==> src/design/hwpf_config.svh <==
/*
 * Stride prefetcher configuration
 * Widths of addresses and counters, and the bit positions of the fields
 * inside the base, param and throttle configuration words.
 */
`ifndef HWPF_CONFIG_SVH
`define HWPF_CONFIG_SVH

`define HWPF_ADDR_W       64
`define HWPF_WORD_W       64   // config word width
`define HWPF_LINE_OFS     6    // 64-byte lines
`define HWPF_LINE_W       (`HWPF_ADDR_W - `HWPF_LINE_OFS)
`define HWPF_STRIDE_W     16
`define HWPF_NLINES_W     16
`define HWPF_NWAIT_W      16
`define HWPF_SNOOP_PORTS  2

// base word layout, line field starts at HWPF_LINE_OFS
`define HWPF_BASE_EN_BIT       0
`define HWPF_BASE_REARM_BIT    1
`define HWPF_PARAM_STRIDE_LSB  0
`define HWPF_PARAM_NLINES_LSB  16
`define HWPF_THROTTLE_NWAIT_LSB 0

`endif

==> src/design/hwpf_pkg.sv <==
/*
 * Stride prefetcher package
 * Line address type and the issue FSM state encoding.
 */
`include "hwpf_config.svh"

package hwpf_pkg;

  // cache line address, offset bits dropped
  typedef logic [`HWPF_LINE_W-1:0] line_addr_t;

  typedef enum logic [2:0] {
    IDLE,      // waiting for a matching snoop
    REQ,       // request up, waiting for ack
    ACK_LOW,   // request down, waiting for ack to drop
    THROTTLE,  // spacing between two requests
    DONE       // end of run
  } issue_state_e;

endpackage : hwpf_pkg

==> src/design/hwpf_cfg_if.sv <==
/*
 * Stride prefetcher configuration bundle
 * Decoded config fields from the register block to the engine, and the
 * end-of-run pulse back from the FSM.
 */
`include "hwpf_config.svh"

interface hwpf_cfg_if;

  logic                        enable;
  logic                        rearm;
  logic [`HWPF_LINE_W-1:0]     base_line;
  logic [`HWPF_STRIDE_W-1:0]   stride;     // in lines
  logic [`HWPF_NLINES_W-1:0]   nlines;
  logic [`HWPF_NWAIT_W-1:0]    nwait;      // idle cycles between requests
  logic                        run_done;   // one-cycle pulse

  modport regs (
    output enable, rearm, base_line, stride, nlines, nwait,
    input  run_done
  );

  modport addr (
    input enable, base_line, stride
  );

  modport timer (
    input nlines, nwait
  );

  modport fsm (
    output run_done
  );

endinterface : hwpf_cfg_if

==> src/design/hwpf_config_regs.sv <==
/*
 * Stride prefetcher configuration registers
 * Holds the base, param and throttle words with readback. At the end of
 * a run the base line moves on by nlines*stride (rearm) or the enable
 * bit is cleared. A software write in the same cycle takes priority.
 */
`include "hwpf_config.svh"

module hwpf_config_regs
  import hwpf_pkg::*;
(
  input  logic                    clk_i,
  input  logic                    rst_ni,
  input  logic                    base_set_i,
  input  logic [`HWPF_WORD_W-1:0] base_i,
  output logic [`HWPF_WORD_W-1:0] base_o,
  input  logic                    param_set_i,
  input  logic [`HWPF_WORD_W-1:0] param_i,
  output logic [`HWPF_WORD_W-1:0] param_o,
  input  logic                    throttle_set_i,
  input  logic [`HWPF_WORD_W-1:0] throttle_i,
  output logic [`HWPF_WORD_W-1:0] throttle_o,
  hwpf_cfg_if.regs                cfg
);

  logic [`HWPF_WORD_W-1:0]                  base_q, param_q, throttle_q;
  logic [`HWPF_STRIDE_W+`HWPF_NLINES_W-1:0] run_span;   // lines covered by one run
  line_addr_t                               next_line;

  assign run_span  = param_q[`HWPF_PARAM_NLINES_LSB +: `HWPF_NLINES_W]
                   * param_q[`HWPF_PARAM_STRIDE_LSB +: `HWPF_STRIDE_W];
  assign next_line = base_q[`HWPF_ADDR_W-1:`HWPF_LINE_OFS] + line_addr_t'(run_span);

  always_ff @(posedge clk_i or negedge rst_ni) begin
    if (!rst_ni) begin
      base_q     <= '0;
      param_q    <= '0;
      throttle_q <= '0;
    end else begin
      if (base_set_i) begin
        base_q <= base_i;                 // write wins over run end
      end else if (cfg.run_done) begin
        if (base_q[`HWPF_BASE_REARM_BIT]) begin
          base_q[`HWPF_ADDR_W-1:`HWPF_LINE_OFS] <= next_line;
        end else begin
          base_q[`HWPF_BASE_EN_BIT] <= 1'b0;  // one-shot run, disarm
        end
      end
      if (param_set_i) begin
        param_q <= param_i;
      end
      if (throttle_set_i) begin
        throttle_q <= throttle_i;
      end
    end
  end

  // field decode towards the engine
  assign cfg.enable    = base_q[`HWPF_BASE_EN_BIT];
  assign cfg.rearm     = base_q[`HWPF_BASE_REARM_BIT];
  assign cfg.base_line = base_q[`HWPF_ADDR_W-1:`HWPF_LINE_OFS];
  assign cfg.stride    = param_q[`HWPF_PARAM_STRIDE_LSB +: `HWPF_STRIDE_W];
  assign cfg.nlines    = param_q[`HWPF_PARAM_NLINES_LSB +: `HWPF_NLINES_W];
  assign cfg.nwait     = throttle_q[`HWPF_THROTTLE_NWAIT_LSB +: `HWPF_NWAIT_W];

  assign base_o     = base_q;
  assign param_o    = param_q;
  assign throttle_o = throttle_q;

endmodule : hwpf_config_regs

==> src/design/hwpf_addr_gen.sv <==
/*
 * Stride prefetcher address generator
 * Matches snooped request lines against the armed base line and keeps
 * the line address of the current prefetch request.
 */
`include "hwpf_config.svh"

module hwpf_addr_gen
  import hwpf_pkg::*;
(
  input  logic                                          clk_i,
  input  logic                                          rst_ni,
  input  logic [`HWPF_SNOOP_PORTS-1:0]                  snoop_valid_i,
  input  logic [`HWPF_SNOOP_PORTS-1:0][`HWPF_ADDR_W-1:0] snoop_addr_i,
  hwpf_cfg_if.addr                                      cfg,
  input  logic                                          start_i,
  input  logic                                          step_i,
  output logic                                          trigger_o,
  output logic [`HWPF_ADDR_W-1:0]                       pf_addr_o
);

  line_addr_t cur_line_q;
  line_addr_t stride_ext;
  logic       hit;

  // any snoop port hitting the base line
  always_comb begin
    hit = 1'b0;
    for (int p = 0; p < `HWPF_SNOOP_PORTS; p++) begin
      if (snoop_valid_i[p] &&
          snoop_addr_i[p][`HWPF_ADDR_W-1:`HWPF_LINE_OFS] == cfg.base_line) begin
        hit = 1'b1;
      end
    end
  end

  assign trigger_o  = hit & cfg.enable;  // idle gating is done in the FSM
  assign stride_ext = line_addr_t'(cfg.stride);

  always_ff @(posedge clk_i or negedge rst_ni) begin
    if (!rst_ni) begin
      cur_line_q <= '0;
    end else if (start_i) begin
      cur_line_q <= cfg.base_line + stride_ext;  // first line of the run
    end else if (step_i) begin
      cur_line_q <= cur_line_q + stride_ext;
    end
  end

  assign pf_addr_o = {cur_line_q, {`HWPF_LINE_OFS{1'b0}}};

endmodule : hwpf_addr_gen

==> src/design/hwpf_throttle_timer.sv <==
/*
 * Stride prefetcher throttle timer
 * Counts the lines left in a run and the idle cycles spent between two
 * consecutive prefetch requests.
 */
`include "hwpf_config.svh"

module hwpf_throttle_timer (
  input  logic       clk_i,
  input  logic       rst_ni,
  hwpf_cfg_if.timer  cfg,
  input  logic       start_i,
  input  logic       line_issued_i,
  input  logic       wait_start_i,
  output logic       last_o,
  output logic       wait_done_o
);

  logic [`HWPF_NLINES_W-1:0] lines_left_q;
  logic [`HWPF_NWAIT_W-1:0]  wait_cnt_q;

  always_ff @(posedge clk_i or negedge rst_ni) begin
    if (!rst_ni) begin
      lines_left_q <= '0;
      wait_cnt_q   <= '0;
    end else begin
      if (start_i) begin
        lines_left_q <= cfg.nlines;
      end else if (line_issued_i && lines_left_q != '0) begin
        lines_left_q <= lines_left_q - 1'b1;
      end

      // counts up to nwait and holds there
      if (start_i || wait_start_i) begin
        wait_cnt_q <= '0;
      end else if (!wait_done_o) begin
        wait_cnt_q <= wait_cnt_q + 1'b1;
      end
    end
  end

  assign last_o      = (lines_left_q == '0);
  assign wait_done_o = (wait_cnt_q == cfg.nwait);  // next request goes up on this edge

endmodule : hwpf_throttle_timer

==> src/design/hwpf_issue_fsm.sv <==
/*
 * Stride prefetcher issue FSM
 * Sequences one prefetch run and drives the four-phase req/ack
 * handshake towards memory, with throttling between requests.
 */
module hwpf_issue_fsm
  import hwpf_pkg::*;
(
  input  logic     clk_i,
  input  logic     rst_ni,
  input  logic     trigger_i,
  input  logic     last_i,
  input  logic     wait_done_i,
  input  logic     pf_ack_i,
  output logic     start_o,
  output logic     step_o,
  output logic     line_issued_o,
  output logic     wait_start_o,
  output logic     pf_req_o,
  output logic     busy_o,
  hwpf_cfg_if.fsm  cfg
);

  issue_state_e state_q, state_d;
  logic         req_q, req_d;
  logic         busy_q, busy_d;

  always_comb begin
    state_d       = state_q;
    req_d         = req_q;
    busy_d        = busy_q;
    start_o       = 1'b0;
    step_o        = 1'b0;
    line_issued_o = 1'b0;
    wait_start_o  = 1'b0;

    unique case (state_q)
      IDLE: begin
        if (trigger_i) begin
          start_o = 1'b1;
          busy_d  = 1'b1;
          state_d = REQ;
        end
      end
      REQ: begin
        if (!req_q) begin
          if (last_i) begin
            state_d = DONE;     // nlines of zero, nothing to issue
          end else if (!pf_ack_i) begin
            req_d = 1'b1;
          end
        end else if (pf_ack_i) begin
          req_d         = 1'b0;
          line_issued_o = 1'b1;
          state_d       = ACK_LOW;
        end
      end
      ACK_LOW: begin
        if (!pf_ack_i) begin
          if (last_i) begin
            state_d = DONE;
          end else begin
            wait_start_o = 1'b1;
            state_d      = THROTTLE;
          end
        end
      end
      THROTTLE: begin
        // raise the next request directly to keep nwait+1 spacing
        if (wait_done_i) begin
          step_o  = 1'b1;
          req_d   = 1'b1;
          state_d = REQ;
        end
      end
      DONE: begin
        busy_d  = 1'b0;
        state_d = IDLE;
      end
      default: state_d = IDLE;
    endcase
  end

  always_ff @(posedge clk_i or negedge rst_ni) begin
    if (!rst_ni) begin
      state_q <= IDLE;
      req_q   <= 1'b0;
      busy_q  <= 1'b0;
    end else begin
      state_q <= state_d;
      req_q   <= req_d;
      busy_q  <= busy_d;
    end
  end

  assign pf_req_o     = req_q;
  assign busy_o       = busy_q;
  assign cfg.run_done = (state_q == DONE);

endmodule : hwpf_issue_fsm

==> src/design/hwpf_stride_top.sv <==
/*
 * Stride hardware prefetcher
 * Snoops accepted load/store addresses and, once the armed base line is
 * hit, issues a throttled run of line prefetches to memory over a
 * four-phase req/ack handshake.
 */
`include "hwpf_config.svh"

module hwpf_stride_top (
  input  logic                                          clk_i,
  input  logic                                          rst_ni,

  // snoop of accepted requests
  input  logic [`HWPF_SNOOP_PORTS-1:0]                  snoop_valid_i,
  input  logic [`HWPF_SNOOP_PORTS-1:0][`HWPF_ADDR_W-1:0] snoop_addr_i,

  // configuration words
  input  logic                                          base_set_i,
  input  logic [`HWPF_WORD_W-1:0]                       base_i,
  output logic [`HWPF_WORD_W-1:0]                       base_o,
  input  logic                                          param_set_i,
  input  logic [`HWPF_WORD_W-1:0]                       param_i,
  output logic [`HWPF_WORD_W-1:0]                       param_o,
  input  logic                                          throttle_set_i,
  input  logic [`HWPF_WORD_W-1:0]                       throttle_i,
  output logic [`HWPF_WORD_W-1:0]                       throttle_o,
  output logic                                          busy_o,

  // prefetch requests to memory
  output logic                                          pf_req_o,
  input  logic                                          pf_ack_i,
  output logic [`HWPF_ADDR_W-1:0]                       pf_addr_o
);

  logic trigger;
  logic start, step;
  logic line_issued, wait_start;
  logic last, wait_done;

  hwpf_cfg_if cfg_if ();

  hwpf_config_regs i_hwpf_config_regs (
    .clk_i,
    .rst_ni,
    .base_set_i,
    .base_i,
    .base_o,
    .param_set_i,
    .param_i,
    .param_o,
    .throttle_set_i,
    .throttle_i,
    .throttle_o,
    .cfg            (cfg_if.regs)
  );

  hwpf_addr_gen i_hwpf_addr_gen (
    .clk_i,
    .rst_ni,
    .snoop_valid_i,
    .snoop_addr_i,
    .cfg            (cfg_if.addr),
    .start_i        (start),
    .step_i         (step),
    .trigger_o      (trigger),
    .pf_addr_o
  );

  hwpf_throttle_timer i_hwpf_throttle_timer (
    .clk_i,
    .rst_ni,
    .cfg            (cfg_if.timer),
    .start_i        (start),
    .line_issued_i  (line_issued),
    .wait_start_i   (wait_start),
    .last_o         (last),
    .wait_done_o    (wait_done)
  );

  hwpf_issue_fsm i_hwpf_issue_fsm (
    .clk_i,
    .rst_ni,
    .trigger_i      (trigger),
    .last_i         (last),
    .wait_done_i    (wait_done),
    .pf_ack_i,
    .start_o        (start),
    .step_o         (step),
    .line_issued_o  (line_issued),
    .wait_start_o   (wait_start),
    .pf_req_o,
    .busy_o,
    .cfg            (cfg_if.fsm)
  );

endmodule : hwpf_stride_top

==> config.mk <==
export PLATFORM = sky130hd
export DESIGN_NAME = hwpf_stride_top
export DESIGN_NICKNAME = d
export VERILOG_FILES = /design/src/design/hwpf_pkg.sv /design/src/design/hwpf_cfg_if.sv /design/src/design/hwpf_config_regs.sv /design/src/design/hwpf_addr_gen.sv /design/src/design/hwpf_throttle_timer.sv /design/src/design/hwpf_issue_fsm.sv /design/src/design/hwpf_stride_top.sv
export VERILOG_INCLUDE_DIRS = /design/src /design/src/design
export SDC_FILE = /design/constraint.sdc
export NUM_CORES = 2
export LEC_CHECK = 0
export BUFFER_PORTS_ARGS = -buffer_cell sky130_fd_sc_hd__buf_2
export CAP_MARGIN = 20
export CORE_MARGIN = 2
export CORE_UTILIZATION = 35
export CTS_BUF_LIST = sky130_fd_sc_hd__clkbuf_16
export DETAILED_ROUTE_END_ITERATION = 8
export PLACE_DENSITY = 0.63
export SLEW_MARGIN = 20
export SYNTH_ARGS = -nofsm -noshare
export SYNTH_HDL_FRONTEND = slang
export SYNTH_SLANG_ARGS = --single-unit
==> constraint.sdc <==
create_clock -name clk_i -period 13.4 [get_ports clk_i]
set_clock_uncertainty 0.1 [all_clocks]
set_input_delay 2.68 -clock clk_i [delete_from_list [all_inputs] [get_ports clk_i]]
set_output_delay 2.68 -clock clk_i [all_outputs]
set_load 0.03 [all_outputs]
==> results_dict.tcl <==
set metrics [dict create \
    synth_fa_ha_area_frac 0.232 \
    num_vias 23600 \
    status "finished clean" \
    cts_buffers 38 \
    cp.required_ns 13.81 \
    post_drt_wl_per_cell_um 25.1 \
    drc 0 \
    tightest_slew_ns 1.03 \
    die_x_um 279 \
    grt_first_pass_wirelength_mm 161 \
    cts-resized-gates 0 \
    async_flop_share 1.00 \
    synth_edf_count 0 \
    cts_setup_buffers 0 \
    maxCapViolations 0 \
    synth_compound_area_frac 0.0725 \
    rsz0062_at_grt "false" \
    crit_chain "buf_2 -> xnor2_1 -> nand4b_1 -> nor4_1 -> nand3_1 -> o32ai_1 -> nand3_2 -> nand2_1 -> nand2_1 -> ha_1 -> fa_1 -> a21oi_1 -> o211ai_1 -> a221oi_1 -> o31ai_1 -> a21o_1 -> a21oi_2 -> buf_4 -> nand2b_1 -> nor4_1 -> mux2_2 -> a21oi_1" \
    area_growth_pct 19.9 \
    maxSlewHeadroom 0.316 \
    layout_min_cycle_time_ns 9.22 \
    grt_pass1_vias 24000 \
    crit_path_end_kind "register" \
    ys_ff_latch 287 \
    dp_hpwl_mm 87.4 \
    track_usage 0.282 \
    post_synth.cell_area_avg_um2 9.28 \
    worstPathArrival_ns 9.64 \
    fp-row-count 100 \
    yosys.area_share.simple 0.177 \
    drt_iter0_drc 2013 \
    wl_mm 110 \
    synth_cell_types 70 \
    start_util 0.354 \
    fmax_mhz 108 \
    die_height_um 279 \
    io_buffers 567 \
    yosysSeqAreaShare 0.271 \
    cts.clk_slew.worst_paths_ns 0.06 \
    drive_gt1_frac 0.253 \
    power.density_nw_per_um2 304 \
    netlist.area_leader.share 0.271 \
    synth-main-ff-cell "dfrtp_1" \
    tns_ns 0 \
    io-pin-count 586 \
    hold-worst-slack_ns 0.378 \
    hold_path_class "register to register" \
    criticalPathCategory "input pin to register" \
    clockRootBuffer "clkbuf_16" \
    clock_latency_ns 0.59 \
    worst_path_max_delay_cell "xnor2_1" \
    cts_tree "built" \
    leakage_uw 0.0151 \
    yosys-top-cells-area "dfrtp_1 (27%), fa_1 (17%), mux2_2 (6.4%)" \
    crit_fanout 35 \
    hold_viol 0 \
    core_um2 74700 \
    synth_warnings 0 \
    critPathLaunchType "input pin" \
    period_share 0.688 \
    gp_congestion 0.970 \
    drtAntennaViolNets 0 \
    synth_top_family_by_area "adder cells" \
    grt_antenna_before_repair 24 \
    firstDrtPassIters 7 \
    r2r_slack_ns 5.34 \
    cts.sinks 287 \
    fin_nets 4057 \
    htreeDepth 2 \
    clk_path_buf_depth 3 \
    routed_via_density 5.40 \
    slew_viol_final 0 \
    setup-violations-final 0 \
    syn_area_um2 26500 \
    grt-ovfl-total 0 \
    max_stage_delay_ns 0.79 \
    synth_cells 2852 \
    fp.dieArea_um2 77800 \
    synth-xor-area-share 0.0900 \
    muxShareOfSynthArea 0.0816 \
    synth_top_area_cell "dfrtp_1" \
    holdBufCountCts 0 \
    grt_max_degree 92 \
    vdd_drop_max_uv 666 \
]
[synth_stat cells (all sizes together), types with 10 or more instances]
master and n:
inv 357, nand2 333, dfrtp 287, fa 227, xnor2 176, mux2 150, and2 137, ha 128
clkbuf 122, o21ai 114, nor2 97, xor2 96, a21oi 82, nor4 62, nor3 61, nand4 55
nand3 53, mux2i 47, nand2b 37, buf 29, a21o 21, and3 15, a211oi 12, nor2b 12
nor4b 12, o211ai 11, nor3b 10
[layout by cell type (no fill, tap or decap), types with 9 or more instances in the layout]
cell type / count
a211oi_1: 11
a21o_1: 21
a21oi_1: 81
and2_1: 137
and3_1: 15
buf_2: 564
buf_4: 61
clkbuf_16: 38
dfrtp_1: 287
fa_1: 227
ha_1: 128
inv_1: 362
mux2_2: 150
mux2i_1: 47
nand2_1: 333
nand2b_1: 37
nand3_1: 52
nand4_1: 55
nor2_1: 97
nor2b_1: 12
nor3_1: 60
nor3b_1: 10
nor4_1: 57
nor4b_1: 11
o211ai_1: 11
o21ai_0: 113
or3_1: 9
or4_1: 9
xnor2_1: 176
xor2_1: 96
[cells by family after synthesis]
| kind of cell | count (synthesis) |
|---|---|
| AND/OR/NAND/NOR | 921 |
| buffers and inverters | 508 |
| adder cells (fa/ha/maj) | 355 |
| AO/OA/AOI/OAI | 311 |
| flip-flops | 287 |
| XOR/XNOR | 272 |
| multiplexers | 197 |
| other | 1 |
[power breakdown]
group,internal [uW],switching [uW]
logic,2940,4450
registers,971,179
clock network,639,455
total,4550,5080
[worst max-delay path: cells and delay by family]
family	cells	cell delay [ns]
XOR/XNOR	1	0.79
AND/OR/NAND/NOR	8	2.35
multiplexers	1	0.32
AO/OA/AOI/OAI	8	2.26
buffers and inverters	2	0.51
adder cells (fa/ha/maj)	2	0.69
[routing by layer]
metal	vias up	share of wire	track usage
met4	10	0.054	0.131
met3	258	0.097	0.0716
met1	11700	0.39	0.353
met2	1215	0.46	0.457
met5	-	0.00054	0
li1	10400	-	-
[cell type report]
cell class / instances / area, um2
Antenna cell: 4 / 10.0
Clock buffer: 38 / 951
Clock inverter: 30 / 353
Fill cell: 7453 / 43000
Inverter: 357 / 1340
Multi-Input combinational cell: 2062 / 17300
Sequential cell: 287 / 7180
Tap cell: 969 / 1210
Timing Repair Buffer: 628 / 3340
[through the flow]
stage / worst slack (ns) / power (uW) / utilization / cells / cell area [um2]
floorplan: 5.73 / 6510 / - / 2857 / 26500
global placement: 3.91 / 8370 / 0.407 / 4301 / 30400
detailed placement: 3.90 / 8380 / 0.407 / 4301 / 30400
CTS: 4.49 / 9550 / 0.424 / 4369 / 31700
global route: 3.84 / 10500 / 0.425 / 4374 / 31700
finish: 4.18 / 9630 / 0.425 / 4375 / 31700
[registers in the layout (all words and copies together) (netlist names)]
signal and count:
i_hwpf_throttle_timer.lines_left_q 16, i_hwpf_config_regs.param_o 64, i_hwpf_issue_fsm.state_q 3, i_hwpf_addr_gen.cur_line_q 58, i_hwpf_config_regs.base_o 64, i_hwpf_throttle_timer.wait_cnt_q 16, i_hwpf_issue_fsm.busy_o 1, i_hwpf_issue_fsm.pf_req_o 1
i_hwpf_config_regs.throttle_o 64
[final timing paths]
| check | startpoint | endpoint | cells after the start |
|---|---|---|---|
| max | snoop_addr_i[85] | i_hwpf_addr_gen.cur_line_q[36]$_DFFE_PN0P_ | 22 |
| min in group asynchronous | rst_ni | i_hwpf_config_regs.param_o[50]$_DFFE_PN0P_ | 1 |
| min | i_hwpf_issue_fsm.busy_o$_DFFE_PN0P_ | i_hwpf_issue_fsm.busy_o$_DFFE_PN0P_ | 2 |
| max reg2reg | i_hwpf_config_regs.param_o[26]$_DFFE_PN0P_ | i_hwpf_config_regs.base_o[61]$_DFFE_PN0P_ | 20 |
| max in group asynchronous | rst_ni | i_hwpf_config_regs.throttle_o[29]$_DFFE_PN0P_ | 3 |
| min reg2reg | i_hwpf_issue_fsm.busy_o$_DFFE_PN0P_ | i_hwpf_issue_fsm.busy_o$_DFFE_PN0P_ | 2 |
No activity file was read; power rests on OpenSTA's default activity.
